$ cat config.mk
export PLATFORM = sky130hd
export DESIGN_NAME = cpu_frontend
export DESIGN_NICKNAME = d
export VERILOG_FILES = /design/src/logic/core_pkg.sv /design/src/logic/cpu_frontend.sv /design/src/logic/decode.sv /design/src/logic/instr_sequencer.sv /design/src/logic/program_counter.sv
export SDC_FILE = /design/constraint.sdc
export NUM_CORES = 1
export LEC_CHECK = 0
export BUFFER_PORTS_ARGS = -buffer_cell sky130_fd_sc_hd__buf_2
export CORE_MARGIN = 2
export CORE_UTILIZATION = 50
export DETAILED_ROUTE_END_ITERATION = 6
export PLACE_DENSITY = 0.83
export SYNTH_ARGS = -nofsm -noshare
export SYNTH_HDL_FRONTEND = slang
export SYNTH_SLANG_ARGS = --single-unit
$ cat constraint.sdc
create_clock -name clk -period 2.7 [get_ports clk]
set_input_delay 0.405 -clock clk [delete_from_list [all_inputs] [get_ports clk]]
set_output_delay 0.405 -clock clk [all_outputs]
set_load 0.01 [all_outputs]
$ cat src/logic/core_pkg.sv
package core_pkg;

    // Program counter field widths
    localparam int PC_STEP_BITS = 8;
    localparam int PC_PAGE_BITS = 4;
    localparam int PC_BANK_BITS = 1;

    typedef logic [11:0] opcode_t;      // One program ROM word
    typedef logic [6:0]  ucode_addr_t;  // Microcode entry point
    typedef logic [7:0]  immed_t;       // Low byte of the opcode

    typedef logic [PC_BANK_BITS-1:0] pc_bank_t;
    typedef logic [PC_PAGE_BITS-1:0] pc_page_t;
    typedef logic [PC_STEP_BITS-1:0] pc_step_t;

    // Bank in the top bit, then page, step at the bottom
    typedef logic [PC_BANK_BITS+PC_PAGE_BITS+PC_STEP_BITS-1:0] pc_t;

    // Clock count inside one instruction
    typedef logic [3:0] cycle_count_t;

    // Encoded value is the length in clocks
    typedef enum cycle_count_t {
        CYCLE5  = 4'd5,
        CYCLE7  = 4'd7,
        CYCLE12 = 4'd12
    } instr_length;

    typedef enum logic {
        SEQ_FETCH,  // ROM word goes into the IR
        SEQ_EXEC    // Microcode owns the remaining clocks
    } seq_state_t;

    // Execution starts at bank 0, page 1, step 0
    localparam pc_t RESET_PC = {pc_bank_t'(0), pc_page_t'(1), pc_step_t'(0)};

endpackage

$ cat src/logic/cpu_frontend.sv
`timescale 1ns/1ns

module cpu_frontend (
    input  logic                  clk,
    input  logic                  rst_n,
    input  core_pkg::opcode_t     rom_data,
    output core_pkg::pc_t         rom_addr,
    input  logic                  jump_en,
    input  core_pkg::pc_t         jump_pc,
    output logic                  dispatch,
    output logic                  instr_done,
    output core_pkg::ucode_addr_t ucode_addr,
    output core_pkg::immed_t      immed,
    output logic                  skip_pc_increment
);
    import core_pkg::*;

    opcode_t     opcode;        // IR contents
    instr_length cycle_length;  // Decoded length back to the sequencer

    instr_sequencer u_sequencer (
        .clk          (clk),
        .rst_n        (rst_n),
        .rom_data     (rom_data),
        .cycle_length (cycle_length),
        .opcode       (opcode),
        .dispatch     (dispatch),
        .instr_done   (instr_done)
    );

    decode u_decode (
        .opcode               (opcode),
        .skip_pc_increment    (skip_pc_increment),
        .microcode_start_addr (ucode_addr),
        .cycle_length         (cycle_length),
        .immed                (immed)
    );

    program_counter u_pc (
        .clk               (clk),
        .rst_n             (rst_n),
        .instr_done        (instr_done),
        .skip_pc_increment (skip_pc_increment),
        .jump_en           (jump_en),
        .jump_pc           (jump_pc),
        .pc                (rom_addr)  // PC addresses the ROM directly
    );

endmodule

$ cat src/logic/decode.sv
`timescale 1ns/1ns

module decode (
    input  core_pkg::opcode_t     opcode,
    output logic                  skip_pc_increment,
    output core_pkg::ucode_addr_t microcode_start_addr,
    output core_pkg::instr_length cycle_length,
    output core_pkg::immed_t      immed
);
    import core_pkg::*;

    cycle_count_t clocks;  // Length before the cast back to the enum

    assign immed        = opcode[7:0];
    assign cycle_length = instr_length'(clocks);

    always_comb begin
        skip_pc_increment = 1'b0;
        {microcode_start_addr, clocks} = {7'd0, CYCLE5};  // Unlisted opcodes end up here
        casez (opcode[11:8])
            4'h0: {microcode_start_addr, clocks} = {7'd0, CYCLE5};  // JP s
            4'h1: begin  // RETD e
                {microcode_start_addr, clocks} = {7'd1, CYCLE12};
                skip_pc_increment = 1'b1;
            end
            4'h2: {microcode_start_addr, clocks} = {7'd2, CYCLE5};  // JP C, s
            4'h3: {microcode_start_addr, clocks} = {7'd3, CYCLE5};  // JP NC, s
            4'h4: begin  // CALL s
                {microcode_start_addr, clocks} = {7'd4, CYCLE7};
                skip_pc_increment = 1'b1;
            end
            4'h5: begin  // CALZ s
                {microcode_start_addr, clocks} = {7'd5, CYCLE7};
                skip_pc_increment = 1'b1;
            end
            4'h6: {microcode_start_addr, clocks} = {7'd6, CYCLE5};  // JP Z, s
            4'h7: {microcode_start_addr, clocks} = {7'd7, CYCLE5};  // JP NZ, s
            4'h8: {microcode_start_addr, clocks} = {7'd8, CYCLE5};  // LD Y, e
            4'h9: {microcode_start_addr, clocks} = {7'd9, CYCLE5};  // LBPX MX, e
            4'hA: begin
                casez (opcode[7:4])  // Arithmetic on index halves and r, q pairs
                    4'h0: {microcode_start_addr, clocks} = {7'd10, CYCLE7};  // ADC XH, i
                    4'h1: {microcode_start_addr, clocks} = {7'd11, CYCLE7};  // ADC XL, i
                    4'h2: {microcode_start_addr, clocks} = {7'd12, CYCLE7};  // ADC YH, i
                    4'h3: {microcode_start_addr, clocks} = {7'd13, CYCLE7};  // ADC YL, i
                    4'h4: {microcode_start_addr, clocks} = {7'd14, CYCLE7};  // CP XH, i
                    4'h5: {microcode_start_addr, clocks} = {7'd15, CYCLE7};  // CP XL, i
                    4'h6: {microcode_start_addr, clocks} = {7'd16, CYCLE7};  // CP YH, i
                    4'h7: {microcode_start_addr, clocks} = {7'd17, CYCLE7};  // CP YL, i
                    4'h8: {microcode_start_addr, clocks} = {7'd18, CYCLE7};  // ADD r, q
                    4'h9: {microcode_start_addr, clocks} = {7'd19, CYCLE7};  // ADC r, q
                    4'hA: {microcode_start_addr, clocks} = {7'd20, CYCLE7};  // SUB r, q
                    4'hB: {microcode_start_addr, clocks} = {7'd21, CYCLE7};  // SBC r, q
                    4'hC: {microcode_start_addr, clocks} = {7'd22, CYCLE7};  // AND r, q
                    4'hD: {microcode_start_addr, clocks} = {7'd23, CYCLE7};  // OR r, q
                    4'hE: {microcode_start_addr, clocks} = {7'd24, CYCLE7};  // XOR r, q
                    4'hF: {microcode_start_addr, clocks} = {7'd25, CYCLE7};  // RLC r
                endcase
            end
            4'hB: {microcode_start_addr, clocks} = {7'd26, CYCLE5};  // LD X, e
            4'hC: begin
                casez (opcode[7:6])
                    2'b00: {microcode_start_addr, clocks} = {7'd27, CYCLE7};  // ADD r, i
                    2'b01: {microcode_start_addr, clocks} = {7'd28, CYCLE7};  // ADC r, i
                    2'b10: {microcode_start_addr, clocks} = {7'd29, CYCLE7};  // AND r, i
                    2'b11: {microcode_start_addr, clocks} = {7'd30, CYCLE7};  // OR r, i
                endcase
            end
            4'hD: begin
                casez (opcode[7:6])
                    2'b00: {microcode_start_addr, clocks} = {7'd31, CYCLE7};  // XOR r, i
                    2'b01: {microcode_start_addr, clocks} = {7'd32, CYCLE7};  // SBC r, i
                    2'b10: {microcode_start_addr, clocks} = {7'd33, CYCLE7};  // FAN r, i
                    2'b11: {microcode_start_addr, clocks} = {7'd34, CYCLE7};  // CP r, i
                endcase
            end
            4'hE: begin
                // Holes at 1001_11, 1010_11, 1011_11 and 1101 are invalid
                casez (opcode[7:0])
                    8'b00??_????: {microcode_start_addr, clocks} = {7'd35, CYCLE5};  // LD r, i
                    8'b010?_????: {microcode_start_addr, clocks} = {7'd36, CYCLE5};  // PSET p
                    8'b0110_????: {microcode_start_addr, clocks} = {7'd37, CYCLE5};  // LDPX MX, i
                    8'b0111_????: {microcode_start_addr, clocks} = {7'd38, CYCLE5};  // LDPY MY, i
                    8'b1000_00??: {microcode_start_addr, clocks} = {7'd39, CYCLE5};  // LD XP, r
                    8'b1000_01??: {microcode_start_addr, clocks} = {7'd40, CYCLE5};  // LD XH, r
                    8'b1000_10??: {microcode_start_addr, clocks} = {7'd41, CYCLE5};  // LD XL, r
                    8'b1000_11??: {microcode_start_addr, clocks} = {7'd42, CYCLE5};  // RRC r
                    8'b1001_00??: {microcode_start_addr, clocks} = {7'd43, CYCLE5};  // LD YP, r
                    8'b1001_01??: {microcode_start_addr, clocks} = {7'd44, CYCLE5};  // LD YH, r
                    8'b1001_10??: {microcode_start_addr, clocks} = {7'd45, CYCLE5};  // LD YL, r
                    8'b1010_00??: {microcode_start_addr, clocks} = {7'd46, CYCLE5};  // LD r, XP
                    8'b1010_01??: {microcode_start_addr, clocks} = {7'd47, CYCLE5};  // LD r, XH
                    8'b1010_10??: {microcode_start_addr, clocks} = {7'd48, CYCLE5};  // LD r, XL
                    8'b1011_00??: {microcode_start_addr, clocks} = {7'd49, CYCLE5};  // LD r, YP
                    8'b1011_01??: {microcode_start_addr, clocks} = {7'd50, CYCLE5};  // LD r, YH
                    8'b1011_10??: {microcode_start_addr, clocks} = {7'd51, CYCLE5};  // LD r, YL
                    8'b1100_????: {microcode_start_addr, clocks} = {7'd52, CYCLE5};  // LD r, q
                    8'b1110_????: {microcode_start_addr, clocks} = {7'd53, CYCLE5};  // LDPX r, q
                    8'b1111_????: {microcode_start_addr, clocks} = {7'd54, CYCLE5};  // LDPY r, q
                    default: ;
                endcase
            end
            4'hF: begin
                casez (opcode[7:4])
                    4'h0: {microcode_start_addr, clocks} = {7'd55, CYCLE7};  // CP r, q
                    4'h1: {microcode_start_addr, clocks} = {7'd56, CYCLE7};  // FAN r, q
                    4'h2: begin
                        casez (opcode[3:2])
                            2'b10: {microcode_start_addr, clocks} = {7'd57, CYCLE7};  // ACPX MX, r
                            2'b11: {microcode_start_addr, clocks} = {7'd58, CYCLE7};  // ACPY MY, r
                            default: ;
                        endcase
                    end
                    4'h3: begin
                        casez (opcode[3:2])
                            2'b10: {microcode_start_addr, clocks} = {7'd59, CYCLE7};  // SCPX MX, r
                            2'b11: {microcode_start_addr, clocks} = {7'd60, CYCLE7};  // SCPY MY, r
                            default: ;
                        endcase
                    end
                    4'h4: {microcode_start_addr, clocks} = {7'd61, CYCLE7};  // SET F, i
                    4'h5: {microcode_start_addr, clocks} = {7'd62, CYCLE7};  // RST F, i
                    4'h6: {microcode_start_addr, clocks} = {7'd63, CYCLE7};  // INC Mn
                    4'h7: {microcode_start_addr, clocks} = {7'd64, CYCLE7};  // DEC Mn
                    4'h8: {microcode_start_addr, clocks} = {7'd65, CYCLE5};  // LD Mn, A
                    4'h9: {microcode_start_addr, clocks} = {7'd66, CYCLE5};  // LD Mn, B
                    4'hA: {microcode_start_addr, clocks} = {7'd67, CYCLE5};  // LD A, Mn
                    4'hB: {microcode_start_addr, clocks} = {7'd68, CYCLE5};  // LD B, Mn
                    4'hC: begin
                        casez (opcode[3:0])
                            4'b00??: {microcode_start_addr, clocks} = {7'd69, CYCLE5};  // PUSH r
                            4'b0100: {microcode_start_addr, clocks} = {7'd70, CYCLE5};  // PUSH XP
                            4'b0101: {microcode_start_addr, clocks} = {7'd71, CYCLE5};  // PUSH XH
                            4'b0110: {microcode_start_addr, clocks} = {7'd72, CYCLE5};  // PUSH XL
                            4'b0111: {microcode_start_addr, clocks} = {7'd73, CYCLE5};  // PUSH YP
                            4'b1000: {microcode_start_addr, clocks} = {7'd74, CYCLE5};  // PUSH YH
                            4'b1001: {microcode_start_addr, clocks} = {7'd75, CYCLE5};  // PUSH YL
                            4'b1010: {microcode_start_addr, clocks} = {7'd76, CYCLE5};  // PUSH F
                            4'b1011: {microcode_start_addr, clocks} = {7'd77, CYCLE5};  // DEC SP
                            default: ;
                        endcase
                    end
                    4'hD: begin
                        casez (opcode[3:0])
                            4'b00??: {microcode_start_addr, clocks} = {7'd78, CYCLE5};  // POP r
                            4'b0100: {microcode_start_addr, clocks} = {7'd79, CYCLE5};  // POP XP
                            4'b0101: {microcode_start_addr, clocks} = {7'd80, CYCLE5};  // POP XH
                            4'b0110: {microcode_start_addr, clocks} = {7'd81, CYCLE5};  // POP XL
                            4'b0111: {microcode_start_addr, clocks} = {7'd82, CYCLE5};  // POP YP
                            4'b1000: {microcode_start_addr, clocks} = {7'd83, CYCLE5};  // POP YH
                            4'b1001: {microcode_start_addr, clocks} = {7'd84, CYCLE5};  // POP YL
                            4'b1010: {microcode_start_addr, clocks} = {7'd85, CYCLE5};  // POP F
                            4'b1011: {microcode_start_addr, clocks} = {7'd86, CYCLE5};  // INC SP
                            4'b1110: {microcode_start_addr, clocks} = {7'd87, CYCLE12};  // RETS
                            4'b1111: begin  // RET
                                {microcode_start_addr, clocks} = {7'd88, CYCLE7};
                                skip_pc_increment = 1'b1;
                            end
                            default: ;
                        endcase
                    end
                    4'hE: begin
                        casez (opcode[3:0])
                            4'b00??: {microcode_start_addr, clocks} = {7'd89, CYCLE5};  // LD SPH, r
                            4'b01??: {microcode_start_addr, clocks} = {7'd90, CYCLE5};  // LD r, SPH
                            4'b1000: {microcode_start_addr, clocks} = {7'd91, CYCLE5};  // JPBA
                            default: ;
                        endcase
                    end
                    4'hF: begin
                        // Address 91 is shared with JPBA in the microcode map
                        casez (opcode[3:0])
                            4'b00??: {microcode_start_addr, clocks} = {7'd91, CYCLE5};  // LD SPL, r
                            4'b01??: {microcode_start_addr, clocks} = {7'd92, CYCLE5};  // LD r, SPL
                            4'b1000: {microcode_start_addr, clocks} = {7'd93, CYCLE5};  // HALT
                            4'b1001: {microcode_start_addr, clocks} = {7'd94, CYCLE5};  // SLP
                            4'b1011: {microcode_start_addr, clocks} = {7'd95, CYCLE5};  // NOP5
                            4'b1111: {microcode_start_addr, clocks} = {7'd96, CYCLE7};  // NOP7
                            default: ;
                        endcase
                    end
                endcase
            end
        endcase
    end

endmodule

$ cat src/logic/instr_sequencer.sv
`timescale 1ns/1ns

module instr_sequencer (
    input  logic                  clk,
    input  logic                  rst_n,
    input  core_pkg::opcode_t     rom_data,
    input  core_pkg::instr_length cycle_length,
    output core_pkg::opcode_t     opcode,
    output logic                  dispatch,
    output logic                  instr_done
);
    import core_pkg::*;

    seq_state_t   state;
    cycle_count_t count;       // Clocks since the fetch cycle
    cycle_count_t next_count;
    cycle_count_t last_count;  // Count of the final execute clock

    assign next_count = count + 1'b1;
    assign last_count = cycle_length - 1'b1;

    // Instruction register
    always_ff @(posedge clk) begin
        if (state == SEQ_FETCH) begin
            opcode <= rom_data;
        end
    end

    always_ff @(posedge clk) begin
        if (!rst_n) begin
            state      <= SEQ_FETCH;
            count      <= '0;
            dispatch   <= 1'b0;
            instr_done <= 1'b0;
        end else begin
            dispatch   <= 1'b0;  // Both strobes last one clock
            instr_done <= 1'b0;
            case (state)
                SEQ_FETCH: begin
                    state    <= SEQ_EXEC;
                    count    <= cycle_count_t'(1);
                    dispatch <= 1'b1;  // Decode of the new IR is valid next cycle
                end
                SEQ_EXEC: begin
                    if (instr_done) begin
                        state <= SEQ_FETCH;
                        count <= '0;
                    end else begin
                        count      <= next_count;
                        instr_done <= (next_count == last_count);
                    end
                end
            endcase
        end
    end

    a_no_strobe_in_fetch: assert property (
        @(posedge clk) disable iff (!rst_n)
        state == SEQ_FETCH |-> !dispatch && !instr_done
    ) else $error("Strobe seen while fetching");

    // A new dispatch must come between two completions
    a_done_after_dispatch: assert property (
        @(posedge clk) disable iff (!rst_n)
        instr_done |=> !instr_done throughout dispatch[->1]
    ) else $error("instr_done without a preceding dispatch");

endmodule

$ cat src/logic/program_counter.sv
`timescale 1ns/1ns

module program_counter (
    input  logic          clk,
    input  logic          rst_n,
    input  logic          instr_done,
    input  logic          skip_pc_increment,
    input  logic          jump_en,
    input  core_pkg::pc_t jump_pc,
    output core_pkg::pc_t pc
);
    import core_pkg::*;

    pc_bank_t bank;
    pc_page_t page;
    pc_step_t step;

    always_ff @(posedge clk) begin
        if (!rst_n) begin
            {bank, page, step} <= RESET_PC;
        end else if (instr_done) begin
            if (jump_en) begin
                {bank, page, step} <= jump_pc;  // Jump wins over skip
            end else if (!skip_pc_increment) begin
                step <= step + 1'b1;  // Wraps inside the page
            end
        end
    end

    assign pc = {bank, page, step};

    // Sequential flow never leaves the current page
    a_increment_in_page: assert property (
        @(posedge clk) disable iff (!rst_n)
        instr_done && !jump_en && !skip_pc_increment
            |=> $stable(bank) && $stable(page) && step == $past(step) + 1'b1
    ) else $error("PC increment crossed a page or bank");

endmodule

==> impl_metrics.json <==
{
  "critPathArrivalTime_ps": 2270,
  "io_buffers": 58,
  "whs_ps": 282,
  "die-area_um2": 6250,
  "critPathBufInv": 3,
  "crit_chain": "inv_1 > ha_2 > buf_4 > a21oi_1 > o21ai_0 > a31oi_1 > nor4b_2 > o21ai_0 > buf_2",
  "grt_max_degree": 29,
  "fmax_ghz": 0.373,
  "grt_pass1_vias": 2600,
  "worst_pin_slew_ps": 546,
  "yosysWarnings": 0,
  "cts_tree": "done",
  "fin_crit_sh_pct": 99.3,
  "initialDrtViolationCount": 461,
  "muxShareOfSynthArea_pct": 3.42,
  "yosysMostFrequentCell": "nand2_1",
  "syn2layout_area_growth_pct": 28.5,
  "synth_top_family_by_area": "compound AO/OA/AOI/OAI gates",
  "overflow": 0,
  "dpl.hpwl_mm": 5.73,
  "leakage_uw": 0.00155,
  "maxCapViolCount": 0,
  "run_status": "finished clean",
  "worst-setup-path-type": "flip-flop to primary output",
  "num_rows": 27,
  "critical_path.max_fanout": 7,
  "ys.flop_type": "dfxtp_1",
  "synth_xor_area_share_pct": 2.17,
  "start_kind": "flip-flop",
  "coreArea_um2": 5470,
  "routedWlPerCell_um": 16.6,
  "hold_viol_final": 0,
  "instances_no_fill": 498,
  "vdd_drop_max_v": 0.000335,
  "rr_startpoint": "u_sequencer.opcode[6]",
  "yosysSeqAreaShare_pct": 30.5,
  "clock_skew_ps": 4.79,
  "antenna_found_initial": 0,
  "drcViolationCount": 0,
  "first_pass_iters": 5,
  "gp_congestion": 0.962,
  "synth_enable_flop_cells": 12,
  "cts_made_buffers": 5,
  "yosysTopAreaCellShare_pct": 17.8,
  "worstHoldStart": "rom_data[8]",
  "ios": 59,
  "yosysTopAreaCell": "dfxtp_1",
  "clock-sinks": 37,
  "synth_compound_area_share_pct": 26.9,
  "synth_area_leaders": "dfxtp_1, edfxtp_1, nand2_1",
  "routed_wl_mm": 8.26,
  "cp_common_cell": "o21ai_0",
  "syn_nets": 389,
  "cpLargestDelayFamily": "compound AO/OA/AOI/OAI gates",
  "postRouteAntennaNets": 0,
  "placed_cells_incl_taps": 469,
  "period_minus_slack_ps": 2680,
  "worst_path_max_delay_cell": "edfxtp_1",
  "cts.clk_slew.worst_paths_ps": 80,
  "ff2ff_setup_slack_ps": 250,
  "antenna_cells": 0,
  "synth_fa_ha_area_share_pct": 3.99,
  "initial_core_util_pct": 51.5,
  "root_buffer": "clkbuf_8",
  "async_flop_share_pct": 0,
  "cp_slowest_stage_delay_ps": 430,
  "cts_max_path_buffers": 2,
  "drive_gt1_share_pct": 33.1,
  "setup_viol": 0,
  "nets": 462,
  "grt_pass1_wl_mm": 12.7,
  "relSlewSlack_pct": 63.5,
  "p_per_area_nw_per_um2": 420,
  "grt.total_usage_pct": 25.4,
  "die_w_um": 79.1,
  "required_ps": 2300,
  "htreeDepth": 2,
  "synthCells": 352,
  "vias_per_cell": 6.11,
  "die-height_um": 79.1,
  "syn_area_um2": 2820,
  "ys_ff_latch": 37,
  "rsz0062_at_grt": "true",
  "clock_latency_ps": 290,
  "vias": 3043,
  "synthTopCellsByCount": "nand2_1, nor2_1, clkbuf_1, dfxtp_1, o21ai_0",
  "endpoint_kind": "primary output",
  "startpoint": "u_sequencer.opcode[7]",
  "hold_path.class": "input port to flip-flop",
  "synth-simple-area-share_pct": 24.1,
  "syn_area_per_cell_um2": 8.01,
  "ys_types": 61,
  "report.final.slew_viol_count": 0
}
## what timing repair did
action                                  CTS  global route
endpoints found under the setup margin    8             9
cloned                                    0             1
gates resized for setup                   6            24
setup buffers                             7            13
hold buffers                              0             0
pin swaps                                 0             7
## path summary, 6_finish.rpt
path | end | cells after the start
hold reg to reg | u_pc.page[2] | 2
hold / removal | u_sequencer.opcode[8] | 1
setup / recovery | ucode_addr[4] | 9
setup reg to reg | u_sequencer.instr_done | 9
## routing by layer
layer | vias to the layer above | share of wire (%) | GRT usage (%)
met5 | - | 0 | 0
met4 | 0 | 1.5 | 5.34
met3 | 16 | 7.8 | 4.09
met2 | 161 | 48 | 42.5
met1 | 1434 | 43 | 34.8
li1 | 1432 | - | -
## power by group
group | switching (µW) | internal [µW]
registers | 16.3 | 598
clock network | 206 | 335
logic | 201 | 165
## cell usage in the layout, fill, tap and decap left out, types with 5 or more instances in the layout
cell type / count
nor3_1: 8
o31ai_1: 7
a21oi_1: 19
nor2_1: 29
dfxtp_1: 25
clkbuf_8: 5
ha_1: 5
o211ai_1: 7
nand2b_1: 8
edfxtp_1: 12
mux2_2: 5
buf_4: 40
o21ai_0: 22
nand2_1: 31
inv_1: 14
nand3_1: 7
nor2b_1: 10
buf_2: 59
or3_1: 5
## area by class of cell
class                      instances  area (µm²)
inverter                          16        60.1
timing repair buffer             103         649
clock buffer                       6        93.8
multi-input combinational        262        1830
tap                               72        90.1
sequential                        37         861
clock inverter                     2        38.8
fill                             479        1850
## through the flow
step	worst slack [ps]	TNS, ps	area, µm²	util [%]	power, µW
CTS	5.75	0	3410	62.3	1480
global placement	196	0	3200	58.6	931
global route	-55.7	-183	3620	66.2	1590
detailed placement	117	0	3200	58.6	935
finish	20.2	0	3620	66.2	1520
floorplan	82.9	0	2820	-	836
## cell families after synthesis
group | count (synthesis)
adder cells (fa/ha/maj) | 9
buffers and inverters | 53
AND/OR/NAND/NOR | 129
XOR/XNOR | 7
multiplexers | 9
AO/OA/AOI/OAI | 108
flip-flops | 37
## worst register-to-register path: stages (launching register included)
cell	delay, ps
edfxtp_1	440
buf_6	130
ha_4	200
nand3b_1	180
nor4_1	330
o21a_1	210
ha_1	260
xnor2_1	120
or3_1	330
nor3_1	170
Note: power is estimated with default switching activity, not from simulation.
